`src/cmp_rx_settings.svh`:
```
`ifndef CMP_RX_SETTINGS_SVH
`define CMP_RX_SETTINGS_SVH

//----------------------------------------------------------------------
// Link word and frame geometry
//----------------------------------------------------------------------
`define CMP_WORD_W      16      // One deserialized link word
`define CMP_FRAME_W     48      // Three data words per frame

//----------------------------------------------------------------------
// K characters in the low byte of a frame marker
//----------------------------------------------------------------------
`define CMP_K_EOF       8'hBC   // Ordinary end of frame marker
`define CMP_K_TRIG      8'hFC   // Marker that also fires the latency trigger

//----------------------------------------------------------------------
// Link health thresholds
//----------------------------------------------------------------------
`define CMP_GOOD_FRAMES 15      // Clean frames before link good
`define CMP_ERR_SAT     254     // Link drop counter stops here
`define CMP_BAD_THRESH  128     // Drops at which link is declared bad

// Symbol error counters stop one below all ones
`define CMP_SYM_SAT     65534

`endif

```
`src/cmp_rx_pkg.sv`:
```
`include "cmp_rx_settings.svh"

package cmp_rx_pkg;

  // One word as delivered by the 8b10b decoder
  typedef logic [`CMP_WORD_W-1:0]  cmp_word_t;

  // Per byte flag pair, bit 0 is the low byte
  typedef logic [1:0]              cmp_flag2_t;

  // Assembled payload {word 3, word 2, word 1}
  typedef logic [`CMP_FRAME_W-1:0] cmp_frame_t;

  // One bit per frame slot, index equals slot number
  typedef logic [3:0]              cmp_slots_t;

  // Link drop count
  typedef logic [7:0]              cmp_errcnt_t;

  // Not-in-table or disparity error count
  typedef logic [15:0]             cmp_symcnt_t;

endpackage

```
`src/cmp_frame_capture.sv`:
```
`include "cmp_rx_settings.svh"

module cmp_frame_capture import cmp_rx_pkg::*; (
  input  logic        CMP_RX_CLK160,
  input  logic        cmp_rx_resetdone,
  input  cmp_word_t   rx_data,
  input  cmp_flag2_t  rx_isk,
  input  cmp_flag2_t  rx_notintable,
  input  logic        rx_lossofsync,
  input  logic        rx_sync_done,
  input  logic        ttc_resync,
  output logic        link_clear,     // Sync clear for the whole receiver
  output cmp_slots_t  slot,           // Slot phase, one hot in steady state
  output cmp_slots_t  slot_health,    // Per slot word quality
  output logic        frame_end,      // Slot 3 strobe
  output logic        frame_gap,      // No slot active
  output cmp_frame_t  asm_data,
  output cmp_word_t   asm_kchar,
  output logic        asm_trig,
  output logic [3:1]  asm_nonzero
);

  logic      sync_match;    // Frame K word on the input
  logic      trig_match;    // K word with FC low byte
  logic      marker_ok;     // Low byte is a legal frame marker
  logic      word_clean;    // Decoder flags clean
  logic      data_ok;       // Clean data word, no K bits

  cmp_word_t w0_reg;        // K word from slot 0
  cmp_word_t w1_reg;        // First data word
  cmp_word_t w2_reg;        // Second data word
  logic      nz1_reg;
  logic      nz2_reg;
  logic      trig_reg;

  //--------------------------------------------------------------------
  // Input decode
  //--------------------------------------------------------------------
  assign link_clear = !rx_sync_done || ttc_resync;

  assign sync_match = (rx_isk == 2'b01);                 // Only low byte is K
  assign trig_match = sync_match && (rx_data[7:0] == `CMP_K_TRIG);
  assign marker_ok  = (rx_data[7:0] == `CMP_K_EOF) ||
                      (rx_data[7:0] == `CMP_K_TRIG);
  assign word_clean = !rx_lossofsync && (rx_notintable == 2'b00);
  assign data_ok    = word_clean && (rx_isk == 2'b00);

  //--------------------------------------------------------------------
  // Slot shift chain
  //--------------------------------------------------------------------
  // K word lands in slot 1 next cycle, then 2, 3 and back to 0
  always_ff @(posedge CMP_RX_CLK160 or negedge cmp_rx_resetdone) begin
    if (!cmp_rx_resetdone) begin
      slot <= '0;
    end else if (link_clear) begin
      slot <= '0;
    end else begin
      slot <= {slot[2], slot[1], sync_match, slot[3]};
    end
  end

  //--------------------------------------------------------------------
  // Word capture and health scoring
  //--------------------------------------------------------------------
  always_ff @(posedge CMP_RX_CLK160 or negedge cmp_rx_resetdone) begin
    if (!cmp_rx_resetdone) begin
      w0_reg      <= '0;
      w1_reg      <= '0;
      w2_reg      <= '0;
      nz1_reg     <= 1'b0;
      nz2_reg     <= 1'b0;
      trig_reg    <= 1'b0;
      slot_health <= '0;
    end else if (link_clear) begin
      w0_reg      <= '0;
      w1_reg      <= '0;
      w2_reg      <= '0;
      nz1_reg     <= 1'b0;
      nz2_reg     <= 1'b0;
      trig_reg    <= 1'b0;
      slot_health <= '0;
    end else if (slot[0]) begin
      // Slot 0 coincides with the K word of the next frame
      w0_reg         <= rx_data;
      trig_reg       <= trig_match;
      slot_health[0] <= word_clean && sync_match && marker_ok;
    end else if (slot[1]) begin
      w1_reg         <= rx_data;
      nz1_reg        <= |rx_data;
      slot_health[1] <= data_ok && !slot[2] && !slot[3];  // Marker spacing check
    end else if (slot[2]) begin
      w2_reg         <= rx_data;
      nz2_reg        <= |rx_data;
      slot_health[2] <= data_ok && !slot[3];
    end else if (slot[3]) begin
      slot_health[3] <= data_ok;                         // Word 3 goes straight out
    end else begin
      slot_health <= '0;    // Missing marker, monitor sees a bad frame
    end
  end

  //--------------------------------------------------------------------
  // Assembled frame towards the buffer
  //--------------------------------------------------------------------
  assign frame_end   = slot[3];
  assign frame_gap   = (slot == '0);
  assign asm_data    = {rx_data, w2_reg, w1_reg};   // Word 3 taken live
  assign asm_kchar   = w0_reg;
  assign asm_trig    = trig_reg;
  assign asm_nonzero = {|rx_data, nz2_reg, nz1_reg};

endmodule

```
`src/cmp_frame_buffer.sv`:
```
module cmp_frame_buffer import cmp_rx_pkg::*; (
  input  logic        CMP_RX_CLK160,
  input  logic        cmp_rx_resetdone,
  input  logic        link_clear,
  input  logic        frame_end,
  input  logic        frame_gap,
  input  cmp_frame_t  asm_data,
  input  cmp_word_t   asm_kchar,
  input  logic        asm_trig,
  input  logic [3:1]  asm_nonzero,
  output cmp_frame_t  rcv_data,       // Payload of the last frame
  output cmp_word_t   rcv_kchar,      // K word that opened it
  output logic        ltncy_trig,     // FC marker seen
  output logic [3:1]  nonzero_word    // One flag per data word
);

  //--------------------------------------------------------------------
  // Output registers
  //--------------------------------------------------------------------
  // Whole frame loads at once on the slot 3 edge
  // Holds across slots 0 to 2 of the next frame
  always_ff @(posedge CMP_RX_CLK160 or negedge cmp_rx_resetdone) begin
    if (!cmp_rx_resetdone) begin
      rcv_data     <= '0;
      rcv_kchar    <= '0;
      ltncy_trig   <= 1'b0;
      nonzero_word <= '0;
    end else if (link_clear) begin
      rcv_data     <= '0;
      rcv_kchar    <= '0;
      ltncy_trig   <= 1'b0;
      nonzero_word <= '0;
    end else if (frame_end) begin
      rcv_data     <= asm_data;
      rcv_kchar    <= asm_kchar;
      ltncy_trig   <= asm_trig;
      nonzero_word <= asm_nonzero;
    end else if (frame_gap) begin
      // Stream broke, drop the stale frame
      rcv_data     <= '0;
      rcv_kchar    <= '0;
      ltncy_trig   <= 1'b0;
      nonzero_word <= '0;
    end
  end

endmodule

```
`src/cmp_link_monitor.sv`:
```
`include "cmp_rx_settings.svh"

module cmp_link_monitor import cmp_rx_pkg::*; (
  input  logic        CMP_RX_CLK160,
  input  logic        cmp_rx_resetdone,
  input  logic        link_clear,
  input  cmp_slots_t  slot_health,
  input  logic        frame_end,
  output logic        link_good,      // Link alive after a run of clean frames
  output logic        link_had_err,   // Link failed at least once or never came up
  output logic        link_bad,       // Too many drops
  output cmp_errcnt_t errcount        // Saturating drop count
);

  localparam int GOOD_W = $clog2(`CMP_GOOD_FRAMES + 1);

  logic              mon_rst;         // Last frame was not clean
  logic [GOOD_W-1:0] good_cnt;        // Clean frames since last failure
  logic              link_err;        // Sticky drop flag
  logic              link_went_down;  // Was good, now failing

  assign link_went_down = link_good && mon_rst;

  //--------------------------------------------------------------------
  // Frame quality and qualification counter
  //--------------------------------------------------------------------
  always_ff @(posedge CMP_RX_CLK160 or negedge cmp_rx_resetdone) begin
    if (!cmp_rx_resetdone) begin
      mon_rst   <= 1'b1;              // Link counts as down out of reset
      good_cnt  <= '0;
      link_good <= 1'b0;
    end else if (link_clear) begin
      mon_rst   <= 1'b1;
      good_cnt  <= '0;
      link_good <= 1'b0;
    end else begin
      mon_rst <= (slot_health != 4'hF);    // Any slot failed
      if (mon_rst) begin
        good_cnt <= '0;
      end else if (!link_good && frame_end) begin
        good_cnt <= good_cnt + 1'b1;       // Frozen once link is good
      end
      // Rises one cycle after the final counted frame
      link_good <= !mon_rst && (good_cnt == GOOD_W'(`CMP_GOOD_FRAMES));
    end
  end

  //--------------------------------------------------------------------
  // Drop tracking
  //--------------------------------------------------------------------
  always_ff @(posedge CMP_RX_CLK160 or negedge cmp_rx_resetdone) begin
    if (!cmp_rx_resetdone) begin
      link_err <= 1'b0;
      errcount <= '0;
    end else if (link_clear) begin
      link_err <= 1'b0;
      errcount <= '0;
    end else begin
      if (link_went_down) begin
        link_err <= 1'b1;                  // Stays until next clear
      end
      if (link_went_down && (errcount != cmp_errcnt_t'(`CMP_ERR_SAT))) begin
        errcount <= errcount + 1'b1;
      end
    end
  end

  assign link_had_err = link_err || mon_rst;   // Also high while still qualifying
  assign link_bad     = (errcount >= cmp_errcnt_t'(`CMP_BAD_THRESH));

endmodule

```
`src/cmp_symbol_err_counters.sv`:
```
`include "cmp_rx_settings.svh"

module cmp_symbol_err_counters import cmp_rx_pkg::*; (
  input  logic        CMP_RX_CLK160,
  input  logic        cmp_rx_resetdone,
  input  logic        link_clear,
  input  cmp_slots_t  slot,
  input  cmp_flag2_t  rx_notintable,
  input  cmp_flag2_t  rx_disperr,
  output cmp_symcnt_t notintablecount,
  output cmp_symcnt_t disperrcount
);

  logic in_frame;       // Some slot active
  logic nit_hit;
  logic disp_hit;

  assign in_frame = |slot;
  // Either byte flagged counts once per word
  assign nit_hit  = in_frame && (rx_notintable != 2'b00) &&
                    (notintablecount != cmp_symcnt_t'(`CMP_SYM_SAT));
  assign disp_hit = in_frame && (rx_disperr != 2'b00) &&
                    (disperrcount != cmp_symcnt_t'(`CMP_SYM_SAT));

  //--------------------------------------------------------------------
  // Saturating counters
  //--------------------------------------------------------------------
  always_ff @(posedge CMP_RX_CLK160 or negedge cmp_rx_resetdone) begin
    if (!cmp_rx_resetdone) begin
      notintablecount <= '0;
      disperrcount    <= '0;
    end else if (link_clear) begin
      notintablecount <= '0;
      disperrcount    <= '0;
    end else begin
      if (nit_hit) begin
        notintablecount <= notintablecount + 1'b1;
      end
      if (disp_hit) begin
        disperrcount <= disperrcount + 1'b1;
      end
    end
  end

endmodule

```
`src/cmp_fiber_rx.sv`:
```
module cmp_fiber_rx import cmp_rx_pkg::*; (
  input  logic        CMP_RX_CLK160,
  input  logic        cmp_rx_resetdone,
  // Deserializer side
  input  cmp_word_t   rx_data,
  input  cmp_flag2_t  rx_isk,
  input  cmp_flag2_t  rx_notintable,
  input  cmp_flag2_t  rx_disperr,
  input  logic        rx_lossofsync,
  input  logic        rx_sync_done,
  input  logic        ttc_resync,
  // Frame outputs
  output cmp_frame_t  rcv_data,
  output cmp_word_t   rcv_kchar,
  output logic        ltncy_trig,
  output logic [3:1]  nonzero_word,
  // Link status
  output logic        link_good,
  output logic        link_had_err,
  output logic        link_bad,
  output cmp_errcnt_t errcount,
  output cmp_symcnt_t notintablecount,
  output cmp_symcnt_t disperrcount
);

  logic        link_clear;
  cmp_slots_t  slot;
  cmp_slots_t  slot_health;
  logic        frame_end;
  logic        frame_gap;
  cmp_frame_t  asm_data;
  cmp_word_t   asm_kchar;
  logic        asm_trig;
  logic [3:1]  asm_nonzero;

  //--------------------------------------------------------------------
  // Alignment and capture
  //--------------------------------------------------------------------
  cmp_frame_capture u_capture (
    .CMP_RX_CLK160    (CMP_RX_CLK160),
    .cmp_rx_resetdone (cmp_rx_resetdone),
    .rx_data          (rx_data),
    .rx_isk           (rx_isk),
    .rx_notintable    (rx_notintable),
    .rx_lossofsync    (rx_lossofsync),
    .rx_sync_done     (rx_sync_done),
    .ttc_resync       (ttc_resync),
    .link_clear       (link_clear),
    .slot             (slot),
    .slot_health      (slot_health),
    .frame_end        (frame_end),
    .frame_gap        (frame_gap),
    .asm_data         (asm_data),
    .asm_kchar        (asm_kchar),
    .asm_trig         (asm_trig),
    .asm_nonzero      (asm_nonzero)
  );

  cmp_frame_buffer u_buffer (
    .CMP_RX_CLK160    (CMP_RX_CLK160),
    .cmp_rx_resetdone (cmp_rx_resetdone),
    .link_clear       (link_clear),
    .frame_end        (frame_end),
    .frame_gap        (frame_gap),
    .asm_data         (asm_data),
    .asm_kchar        (asm_kchar),
    .asm_trig         (asm_trig),
    .asm_nonzero      (asm_nonzero),
    .rcv_data         (rcv_data),
    .rcv_kchar        (rcv_kchar),
    .ltncy_trig       (ltncy_trig),
    .nonzero_word     (nonzero_word)
  );

  //--------------------------------------------------------------------
  // Health and error statistics
  //--------------------------------------------------------------------
  cmp_link_monitor u_monitor (
    .CMP_RX_CLK160    (CMP_RX_CLK160),
    .cmp_rx_resetdone (cmp_rx_resetdone),
    .link_clear       (link_clear),
    .slot_health      (slot_health),
    .frame_end        (frame_end),
    .link_good        (link_good),
    .link_had_err     (link_had_err),
    .link_bad         (link_bad),
    .errcount         (errcount)
  );

  cmp_symbol_err_counters u_symerr (
    .CMP_RX_CLK160    (CMP_RX_CLK160),
    .cmp_rx_resetdone (cmp_rx_resetdone),
    .link_clear       (link_clear),
    .slot             (slot),
    .rx_notintable    (rx_notintable),
    .rx_disperr       (rx_disperr),
    .notintablecount  (notintablecount),
    .disperrcount     (disperrcount)
  );

endmodule

```
`config.mk`:
```
export PLATFORM = sky130hd
export DESIGN_NAME = cmp_fiber_rx
export DESIGN_NICKNAME = d
export VERILOG_FILES = /design/src/cmp_rx_pkg.sv /design/src/cmp_frame_capture.sv /design/src/cmp_frame_buffer.sv /design/src/cmp_link_monitor.sv /design/src/cmp_symbol_err_counters.sv /design/src/cmp_fiber_rx.sv
export VERILOG_INCLUDE_DIRS = /design/src /design/src/src
export SDC_FILE = /design/constraint.sdc
export NUM_CORES = 1
export LEC_CHECK = 0
export ABC_AREA = 1
export BUFFER_PORTS_ARGS = -buffer_cell sky130_fd_sc_hd__buf_2
export CAP_MARGIN = 20
export CORE_ASPECT_RATIO = 1.5
export CORE_UTILIZATION = 35
export CTS_BUF_LIST = sky130_fd_sc_hd__clkbuf_4 sky130_fd_sc_hd__clkbuf_8 sky130_fd_sc_hd__clkbuf_16
export CTS_CLUSTER_DIAMETER = 50
export DETAILED_ROUTE_END_ITERATION = 7
export GPL_TIMING_DRIVEN = 0
export HOLD_SLACK_MARGIN = 0.02
export PLACE_DENSITY_LB_ADDON = 0.3
export SLEW_MARGIN = 20
export SYNTH_ARGS = -nofsm -noshare
export SYNTH_HDL_FRONTEND = slang
export SYNTH_SLANG_ARGS = --single-unit
```
`constraint.sdc`:
```
create_clock -name CMP_RX_CLK160 -period 2 [get_ports CMP_RX_CLK160]
set_input_delay 0.4 -clock CMP_RX_CLK160 [delete_from_list [all_inputs] [get_ports CMP_RX_CLK160]]
set_output_delay 0.4 -clock CMP_RX_CLK160 [all_outputs]
set_load 0.01 [all_outputs]
```
==> qor.csv, run 1 <==
metric;value;unit
ioPinCount;138;
post-dp-hpwl;15700;um
ctsLongestPathBuffers;2;
syn-num-nets;930;
yosys.area.top_type;dfrtp_1;
multiInputGateArea;0.00276;mm^2
ys_ff_latch;174;
die_w;124;um
totalPowerFinal;7160;uW
cp.arrival;2.11;ns
die-area;0.0231;mm^2
cp-startpoint;u_capture.slot[2];
root_buffer;clkbuf_16;
initial_core_util;35.9;%
numCtsBuffers;17;
hold_class;input port to flip-flop;
min-delay-start;rx_isk[1];
htreeDepth;4;
antenna_left;0;
crit_path_top_delay_cell;dfrtp_1;
yosys_warnings;0;
setup_tns;0;ns
cts_tree;built;
num_antenna_cells;0;
routed_wl;21600;um
crit_fanout;10;
crit_chain;nor2_1, nand2_1, nand3_2, buf_2, buf_2, o22ai_1;
outcome;completed;
final_layout_size_suffix_gt1_share;19.2;%
synth_area_leaders;dfrtp_1 55%, nand2_1 9.3%, inv_1 7.2%;
synth_top_flop_cell;dfrtp_1;
vias_per_cell;4.93;
core;0.0219;mm^2
vias;6600;
grt_pass1_wl;34600;um
slew_viol_final;0;
dr.pass1.iters;5;
rsz0062_at_grt;false;
cp.required;2.30;ns
p_per_area;752;mW/mm^2
port-buffer-count;137;
ys_seq_area_share;55.4;%
critical-path-max-stage-delay;0.43;ns
setup_viol;0;
wl_per_cell;16.1;um
cpMostUsedCell;buf_2;
synth.avg_cell_area;8.78;um^2
fp-row-count;66;
crit_type;flip-flop to flip-flop;
leakagePower;0.00464;uW
synth_area;0.00786;mm^2
fin_util;43.5;%
final_nets;1089;
fillers;2199;
synth_common_cells;195 x nand2_1, 173 x dfrtp_1, 151 x inv_1;
synth_top_area_share;55.1;%
first_iter_violations;371;
critPathLaunchType;flip-flop;
antenna_found_initial;1;
cts.sinks;174;
r2r-start;u_capture.slot[2];
die_h;185;um
grt_overflow;0;
ys_types;34;
path_clk_slew;0.07;ns
ir_worst_vdd;517;uV
clock_latency;0.43;ns
max_clock_freq;0.550;GHz
synth.most_common_cell;nand2_1;
place.gp.congestion;0.887;
maxSlewHeadroom;56.4;%
clock-skew-final;0.0147;ns
first_global_vias;6565;
max_flop_register;u_buffer.rcv_data;
area_delta_synth_final;21.2;%
grt_start_max_net_pins;79;
cap_violations;0;
largest_register_ff_count;48;
grt.total_usage;19.2;%
post_cts_buffers;0;
tightestPinTransition;0.653;ns
syn_inst;895;
synth_edf_count;0;
critPathCaptureType;flip-flop;
fin_crit;1.82;ns
min_period_over_period;90.9;%
drc;0;
async_flop_share;100;%
hold_violations;0;
seq_area;0.00436;mm^2
[cells in the final DEF (no fill, tap or decap), drive strengths merged, types with 2 or more instances in the layout]
cell type | synthesis | layout
nor4 | 2 | 2
nand2 | 195 | 195
clkinvlp | 0 | 2
o31ai | 16 | 16
clkbuf | 15 | 33
o21ai | 57 | 57
xor2 | 16 | 16
buf | 20 | 159
nor2 | 60 | 60
a21oi | 6 | 6
nand4 | 30 | 30
inv | 153 | 160
dfrtp | 173 | 173
nand3 | 59 | 59
o22ai | 61 | 61
clkinv | 0 | 3
ha | 8 | 8
o21bai | 7 | 7
nand3b | 6 | 6
nor3 | 6 | 6
[timing repair]
item,4_1_cts,5_1_grt
setup endpoints to repair,0,20
resized for setup,0,1
endpoints found under the hold margin,33,0
hold buffers,1,0
[final cells by class]
class                           instances  area share [%]
Inverter                              153            6.03
Clock buffer                           18            4.55
Multi-Input combinational cell        533            29.0
Clock inverter                         13            1.34
Timing Repair Buffer                  140            7.99
Buffer                                 35            1.76
Tap cell                              272            3.57
Sequential cell                       174            45.7
[where the power goes]
part           internal, uW  switching [uW]
Sequential             3560            18.4
Combinational          87.6             265
Clock                  1750            1480
[logic make-up after synthesis]
family	share of synthesized area [%]
xor+xnor	1.78
compound gates	11.5
flops	55.4
simple gates	20.6
fa+ha+maj	1.27
buf+inv	9.45
[worst max-delay path, delay by kind of cell (launching register included)]
family | cells | cell delay [ns]
flops | 1 | 0.43
compound gates | 1 | 0.10
buf+inv | 2 | 0.51
simple gates | 3 | 0.65
[through the flow]
| stage | setup slack, ns | area, um^2 | hold WS (ns) | std cells |
|---|---|---|---|---|
| floorplan | 0.457 | 7860 | 0.104 | 895 |
| global placement | -2.34 | 8880 | 0.443 | 1304 |
| detailed placement | -0.00986 | 8950 | 0.291 | 1306 |
| CTS | 0.103 | 9520 | 0.141 | 1338 |
| global route | 0.0286 | 9520 | 0.153 | 1338 |
| finish | 0.182 | 9520 | 0.149 | 1338 |
[routing by layer]
metal	vias up	wire length [um]	track usage, %
met1	3159	9230	23.1
met5	-	0	0
li1	3237	-	-
met2	178	11100	34.6
met3	26	933	3.45
met4	0	321	5.88
[worst paths after layout]
path	slack, ns	to	cells past startpoint
min reg2reg	0.46	u_monitor.mon_rst	1
max reg2reg	0.18	u_buffer.rcv_kchar[3]	6
max	0.18	u_buffer.rcv_kchar[3]	6
min in group asynchronous	0.44	u_symerr.notintablecount[13]	2
min	0.15	u_capture.slot[1]	2
max in group asynchronous	0.53	u_monitor.mon_rst	4
(Power assumes the default switching activity.)
==> run 2, diff against run 1 <==
--- a/config.mk
+++ b/config.mk
@@ -9,7 +9,6 @@
 export ABC_AREA = 1
 export BUFFER_PORTS_ARGS = -buffer_cell sky130_fd_sc_hd__buf_2
 export CAP_MARGIN = 20
-export CORE_ASPECT_RATIO = 1.5
 export CORE_UTILIZATION = 35
 export CTS_BUF_LIST = sky130_fd_sc_hd__clkbuf_4 sky130_fd_sc_hd__clkbuf_8 sky130_fd_sc_hd__clkbuf_16
 export CTS_CLUSTER_DIAMETER = 50
==> run 2 against run 1 <==
Against the previous run: global-route usage barely moved; non-clock buffer count did not move; routed wire length shrank 1.8%; via count increased by 0.86%; critical path type unchanged; critical endpoint is now u_buffer.rcv_kchar[8]; largest cell class unchanged.
==> qor.csv, run 2 (synthesized netlist as in run 1, its figures left out) <==
metric;value;unit;change
crit_end;u_buffer.rcv_kchar[8];;
first_iter_violations;344;;-7.3%
leakagePower;0.00467;uW;+0.62%
hold_class;input port to flip-flop;;
cp.arrival;2.16;ns;+0.05 ns
core;0.0219;mm^2;about the same
post_cts_buffers;0;;unchanged
rsz0062_at_grt;false;;
first_global_vias;6731;;+2.5%
place.gp.congestion;0.913;;+3.0%
fin_crit;1.85;ns;+0.0361 ns
critical-path-top-delay-family;simple AND/OR/NAND/NOR gates;;
p_clk_share;46.9;%;+1.7 points
maxSlewHeadroom;48.1;%;-8.3 points
critPathLaunchType;flip-flop;;
min_period_over_period;92.7;%;+1.8 points
post-dp-hpwl;15100;um;-3.4%
routed_wl;21200;um;-1.8%
place_area;0.00896;mm^2;+0.11%
pwr-share-seq;48.3;%;-1.6 points
initial_core_util;35.9;%;about the same
final_common_cell;nand2_1;;
timing.critical_path.buf_inv;2;;unchanged
root_buffer;clkbuf_16;;
antenna_left;0;;unchanged
critPathCaptureType;flip-flop;;
grt_pass1_wl;35200;um;+1.7%
crit_type;flip-flop to flip-flop;;
max_flop_register;u_buffer.rcv_data;;
crit_fanout;10;;unchanged
grt.total_usage;19.2;%;+0.021 points
clock_latency;0.44;ns;about the same
drc;0;;unchanged
cp.depth;6;;unchanged
htreeDepth;4;;unchanged
wl_per_cell;15.7;um;-2.5%
tightestPinTransition;0.778;ns;+0.124 ns
p_per_area;771;mW/mm^2;+2.6%
busiest_layer;met2;;
layout_common_cells;195 x nand2_1, 173 x dfrtp_1, 151 x inv_1;;
ctsLongestPathBuffers;2;;unchanged
die-area;0.0230;mm^2;about the same
hold_slack;0.150;ns;+0.00110 ns
final_layout_size_suffix_gt1_share;19.4;%;+0.17 points
dr.pass1.iters;4;;-1
cts.sinks;174;;unchanged
grt_overflow;0;;unchanged
reg2reg_depth;6;;unchanged
combPwrFrac;4.8;%;about the same
path_clk_slew;0.08;ns;about the same
fin_area;0.00959;mm^2;+0.70%
max_clock_freq;0.539;GHz;-1.9%
vias;6657;;+0.86%
cp.required;2.31;ns;about the same
outcome;completed;;
area_delta_synth_final;22.1;%;
grt_start_max_net_pins;65;;-18%
grt_use_met2;28.7;%;-5.9 points
r2r-end;u_buffer.rcv_kchar[8];;
antenna_found_initial;2;;+1
clock-skew-final;0.0117;ns;-0.00302 ns
hold_violations;0;;unchanged
cts_tree;built;;
setup_viol;0;;unchanged
numCtsBuffers;17;;unchanged
grtUsageMet1;26.9;%;+3.8 points
cp-startpoint;u_capture.slot[0];;
intPower;5400;uW;about the same
preCtsSetupSlack;-0.0603;ns;-0.0504 ns
setup_tns;0;ns;unchanged
p_sw_share;27.0;%;+2.4 points
grt_util_met3;4.88;%;+1.4 points
r2r_slack;0.15;ns;-0.04 ns
crit_chain;nor2_1, nand2_1, nand3_2, buf_2, buf_2, o22ai_1;;
vias_per_cell;4.94;;+0.19%
final_nets;1089;;unchanged
critical-path-max-stage-delay;0.43;ns;about the same
fin_util;43.8;%;+0.29 points
fp-row-count;54;;-18%
num_antenna_cells;0;;unchanged
die_h;152;um;-18%
timing.final.ws_setup;0.146;ns;-0.0361 ns
p_switching;2000;uW;+13%
slew_viol_final;0;;unchanged
ioPinCount;138;;unchanged
cpMostUsedCell;buf_2;;
cap_violations;0;;unchanged
die_w;152;um;+22%
ir_worst_vdd;562;uV;+8.7%
port-buffer-count;137;;unchanged
largest_register_ff_count;48;;unchanged
crit_path_top_delay_cell;dfrtp_1;;
r2r-start;u_capture.slot[0];;
run 2: changes by cell type in the layout (fill, tap and decap cells not counted), moves of 2 or more:
cell        previous run  this run
clkinv_2               2         0
clkinv_8               0         2
clkinvlp_4             2         0
inv_12                 0         3
inv_6                  6         1
inv_8                  1         6
run 2: metal layers:
| metal | up-vias | part of all wire, % |
|---|---|---|
| li1 | 3235 | - |
| met1 | 3185 | 48 |
| met2 | 198 | 45 |
| met3 | 35 | 5.3 |
| met4 | 4 | 1.8 |
| met5 | - | 0.14 |
run 2: power by group through the flow:
| stage | Sequential, uW | Clock, uW | Combinational [uW] |
|---|---|---|---|
| floorplan | 3640 | 0 | 152 |
| global placement | 3640 | 0 | 336 |
| detailed placement | 3640 | 0 | 355 |
| CTS | 3570 | 3560 | 358 |
| global route | 3580 | 3680 | 395 |
| finish | 3570 | 3470 | 352 |
run 2: area by class of cell:
class / count / area [um^2]
plain buffers: 35 / 168
clock buffers: 18 / 439
clock inverters: 14 / 175
fillers: 2207 / 12300
inverters: 153 / 574
multi-input cells: 533 / 2770
flip-flops and latches: 174 / 4360
well taps: 280 / 350
repair buffers: 140 / 761
run 2: worst min-delay path by stage:
stage                                   from                     to  cells past startpoint
global route                       rx_isk[1]      u_capture.slot[1]                      2
finish                             rx_isk[1]      u_capture.slot[1]                      2
global placement    u_capture.slot_health[3]      u_monitor.mon_rst                      1
detailed placement          cmp_rx_resetdone  u_buffer.rcv_data[14]                      1
CTS                                rx_isk[1]      u_capture.slot[1]                      2
floorplan                   cmp_rx_resetdone    u_buffer.ltncy_trig                      0
run 2: timing repair:
item | CTS | global route
hold buffers | 1 | 0
hold endpoints to repair | 48 | 0
endpoints found under the setup margin | 1 | 10
resized for setup | 1 | 1
gates cloned | 0 | 0
run 2: metrics by stage:
stage | std cells | total power, uW
finish | 1347 | 7400
global route | 1347 | 7650
CTS | 1347 | 7490
detailed placement | 1314 | 4000
global placement | 1312 | 3980
floorplan | 895 | 3790
==> run 3, diff against run 2 <==
--- a/config.mk
+++ b/config.mk
@@ -15,8 +15,7 @@
 export DETAILED_ROUTE_END_ITERATION = 7
 export GPL_TIMING_DRIVEN = 0
 export HOLD_SLACK_MARGIN = 0.02
-export PLACE_DENSITY_LB_ADDON = 0.3
-export SLEW_MARGIN = 20
+export PLACE_DENSITY_LB_ADDON = 0.25
 export SYNTH_ARGS = -nofsm -noshare
 export SYNTH_HDL_FRONTEND = slang
 export SYNTH_SLANG_ARGS = --single-unit
==> run 3 against run 2 <==
Against the previous run: routed wire length decreased by 0.62%; non-clock buffer count decreased by 1; combinational power decreased by 2%; power increased by 1.5%; maximum frequency decreased by 1.4%; count of clock-buffer cells in the layout decreased by 1; sequential cell count unchanged; clock skew increased by 0.0057 ns; critical endpoint is now u_buffer.rcv_kchar[12]; highest routed layer unchanged.
==> qor.csv, run 3 (synthesized netlist as in run 1, its figures left out) <==
metric;value;unit;change
clock-skew-final;0.0174;ns;+0.00571 ns
final_nets;1088;;-0.092%
tightestPinTransition;0.773;ns;-0.00507 ns
crit_type;flip-flop to flip-flop;;
antenna_left;0;;unchanged
initial_core_util;35.9;%;unchanged
critPathCaptureType;flip-flop;;
first_iter_violations;370;;+7.6%
dr_wl_met3;1140;um;+1.3%
fin_crit;1.88;ns;+0.0258 ns
antenna_found_initial;1;;-1
route.top_layer_used;met5;;
ctsLongestPathBuffers;2;;unchanged
critPathLaunchType;flip-flop;;
wl_per_cell;15.7;um;-0.54%
outcome;completed;;
setup_viol;0;;unchanged
preCtsSetupSlack;-0.0159;ns;+0.0444 ns
placed_cells;1313;;-0.076%
ir_worst_vdd;564;uV;+0.45%
cts_tree;built;;
p_sw_share;27.9;%;+0.83 points
p_per_area;782;mW/mm^2;+1.4%
core;0.0219;mm^2;unchanged
fin_area;0.00960;mm^2;+0.12%
clock_latency;0.44;ns;about the same
place.gp.congestion;0.873;;-4.4%
seq_area;0.00436;mm^2;unchanged
reg2reg_depth;6;;unchanged
maxSlewHeadroom;48.5;%;+0.34 points
first_global_vias;6306;;-6.3%
path_clk_slew;0.08;ns;about the same
hold_slack;0.135;ns;-0.0148 ns
r2r-end;u_buffer.rcv_kchar[12];;
combPwrFrac;4.6;%;-0.2 points
pwr-share-seq;47.6;%;-0.7 points
multiInputGateArea;0.00276;mm^2;about the same
htreeDepth;4;;unchanged
port-buffer-count;137;;unchanged
grt.total_usage;18.7;%;-0.48 points
leakagePower;0.00467;uW;about the same
area_delta_synth_final;22.2;%;
fp-row-count;54;;unchanged
cap_violations;0;;unchanged
dr.pass1.iters;4;;unchanged
intPower;5420;uW;+0.35%
p_switching;2090;uW;+4.6%
setup_tns;0;ns;unchanged
largest_register_ff_count;48;;unchanged
vias;6523;;-2.0%
p_clk_share;47.8;%;+0.9 points
cp-startpoint;u_capture.slot[2];;
final_common_cell;nand2_1;;
r2r_slack;0.12;ns;-0.03 ns
grt_pass1_wl;34200;um;-2.9%
fillers;2181;;-1.2%
final_layout_size_suffix_gt1_share;19.2;%;-0.17 points
max_clock_freq;0.532;GHz;-1.4%
die_w;152;um;unchanged
drc;0;;unchanged
vias_per_cell;4.85;;-1.9%
instances_no_fill;1346;;-0.074%
post-dp-hpwl;14800;um;-2.0%
cp.required;2.30;ns;about the same
hold_class;input port to flip-flop;;
max_flop_register;u_buffer.rcv_data;;
timing.final.ws_setup;0.120;ns;-0.0258 ns
numCtsBuffers;17;;unchanged
routed_wl;21100;um;-0.62%
place_area;0.00893;mm^2;-0.31%
hold_violations;0;;unchanged
layout_common_cells;195 x nand2_1, 173 x dfrtp_1, 151 x inv_1;;
die-area;0.0230;mm^2;unchanged
slew_viol_final;0;;unchanged
crit_end;u_buffer.rcv_kchar[12];;
wl_met1;10100;um;-0.61%
min_period_over_period;94.0;%;+1.3 points
num_antenna_cells;0;;unchanged
post_cts_buffers;0;;unchanged
wl_met2;9440;um;-0.29%
root_buffer;clkbuf_16;;
die_h;152;um;unchanged
crit_fanout;10;;unchanged
r2r-start;u_capture.slot[2];;
grt_overflow;0;;unchanged
ioPinCount;138;;unchanged
cp.arrival;2.18;ns;+0.02 ns
cts.sinks;174;;unchanged
grt_start_max_net_pins;98;;+51%
-- run 3: cell types whose count changed in the layout (fill, tap and decap cells not counted), sizes merged --
cell / before / now
clkinv: 4 / 6
inv: 163 / 162
clkbuf: 33 / 32
buf: 159 / 158
-- run 3: routing by layer --
| layer | GRT usage, % | up-vias |
|---|---|---|
| li1 | - | 3229 |
| met1 | 26.8 | 3102 |
| met2 | 27.9 | 160 |
| met3 | 4.48 | 30 |
| met4 | 5.67 | 2 |
| met5 | 0 | - |
-- run 3: how the worst min path moves through the flow --
stage	to	depth (start not counted)	slack, ns	startpoint
after floorplan	u_buffer.ltncy_trig	0	0.10	cmp_rx_resetdone
after global placement	u_monitor.mon_rst	1	0.43	u_capture.slot_health[3]
after detailed placement	u_monitor.mon_rst	1	0.43	u_capture.slot_health[3]
after CTS	u_capture.slot[1]	2	0.12	rx_isk[1]
after global routing	u_capture.slot[1]	2	0.12	rx_isk[1]
final	u_capture.slot[1]	2	0.14	rx_isk[1]
-- run 3: through the flow --
stage / utilization (%) / total power, uW
after floorplan: - / 3790
after global placement: 40.6 / 3980
after detailed placement: 40.8 / 3990
after CTS: 43.8 / 7600
after global routing: 43.9 / 7760
final: 43.9 / 7510
-- run 3: power groups by stage --
| stage | clock network [uW] | registers (uW) | logic (uW) |
|---|---|---|---|
| finish | 3590 | 3570 | 344 |
| global route | 3800 | 3580 | 388 |
| CTS | 3670 | 3570 | 352 |
| detailed placement | 0 | 3640 | 349 |
| global placement | 0 | 3640 | 338 |
| floorplan | 0 | 3640 | 152 |
-- run 3: area by class of cell --
class / instances / area share [%]
Buffer: 35 / 1.75
Clock buffer: 17 / 4.43
Clock inverter: 15 / 2.40
Inverter: 153 / 5.98
Multi-Input combinational cell: 533 / 28.8
Sequential cell: 174 / 45.4
Tap cell: 280 / 3.65
Timing Repair Buffer: 139 / 7.64
-- run 3: repair_timing --
action                                  in CTS  in global routing
endpoints found under the setup margin       0                 20
hold endpoints to repair                    76                  0
hold buffers                                 1                  0
gates resized for setup                      0                  1
-- run 3: worst max-delay path, stage by stage (launching register included) --
cell and delay, ns:
dfrtp_1 0.43, nor2_1 0.24, nand2_1 0.24, nand3_2 0.21, buf_2 0.26, buf_2 0.27
o22ai_1 0.11
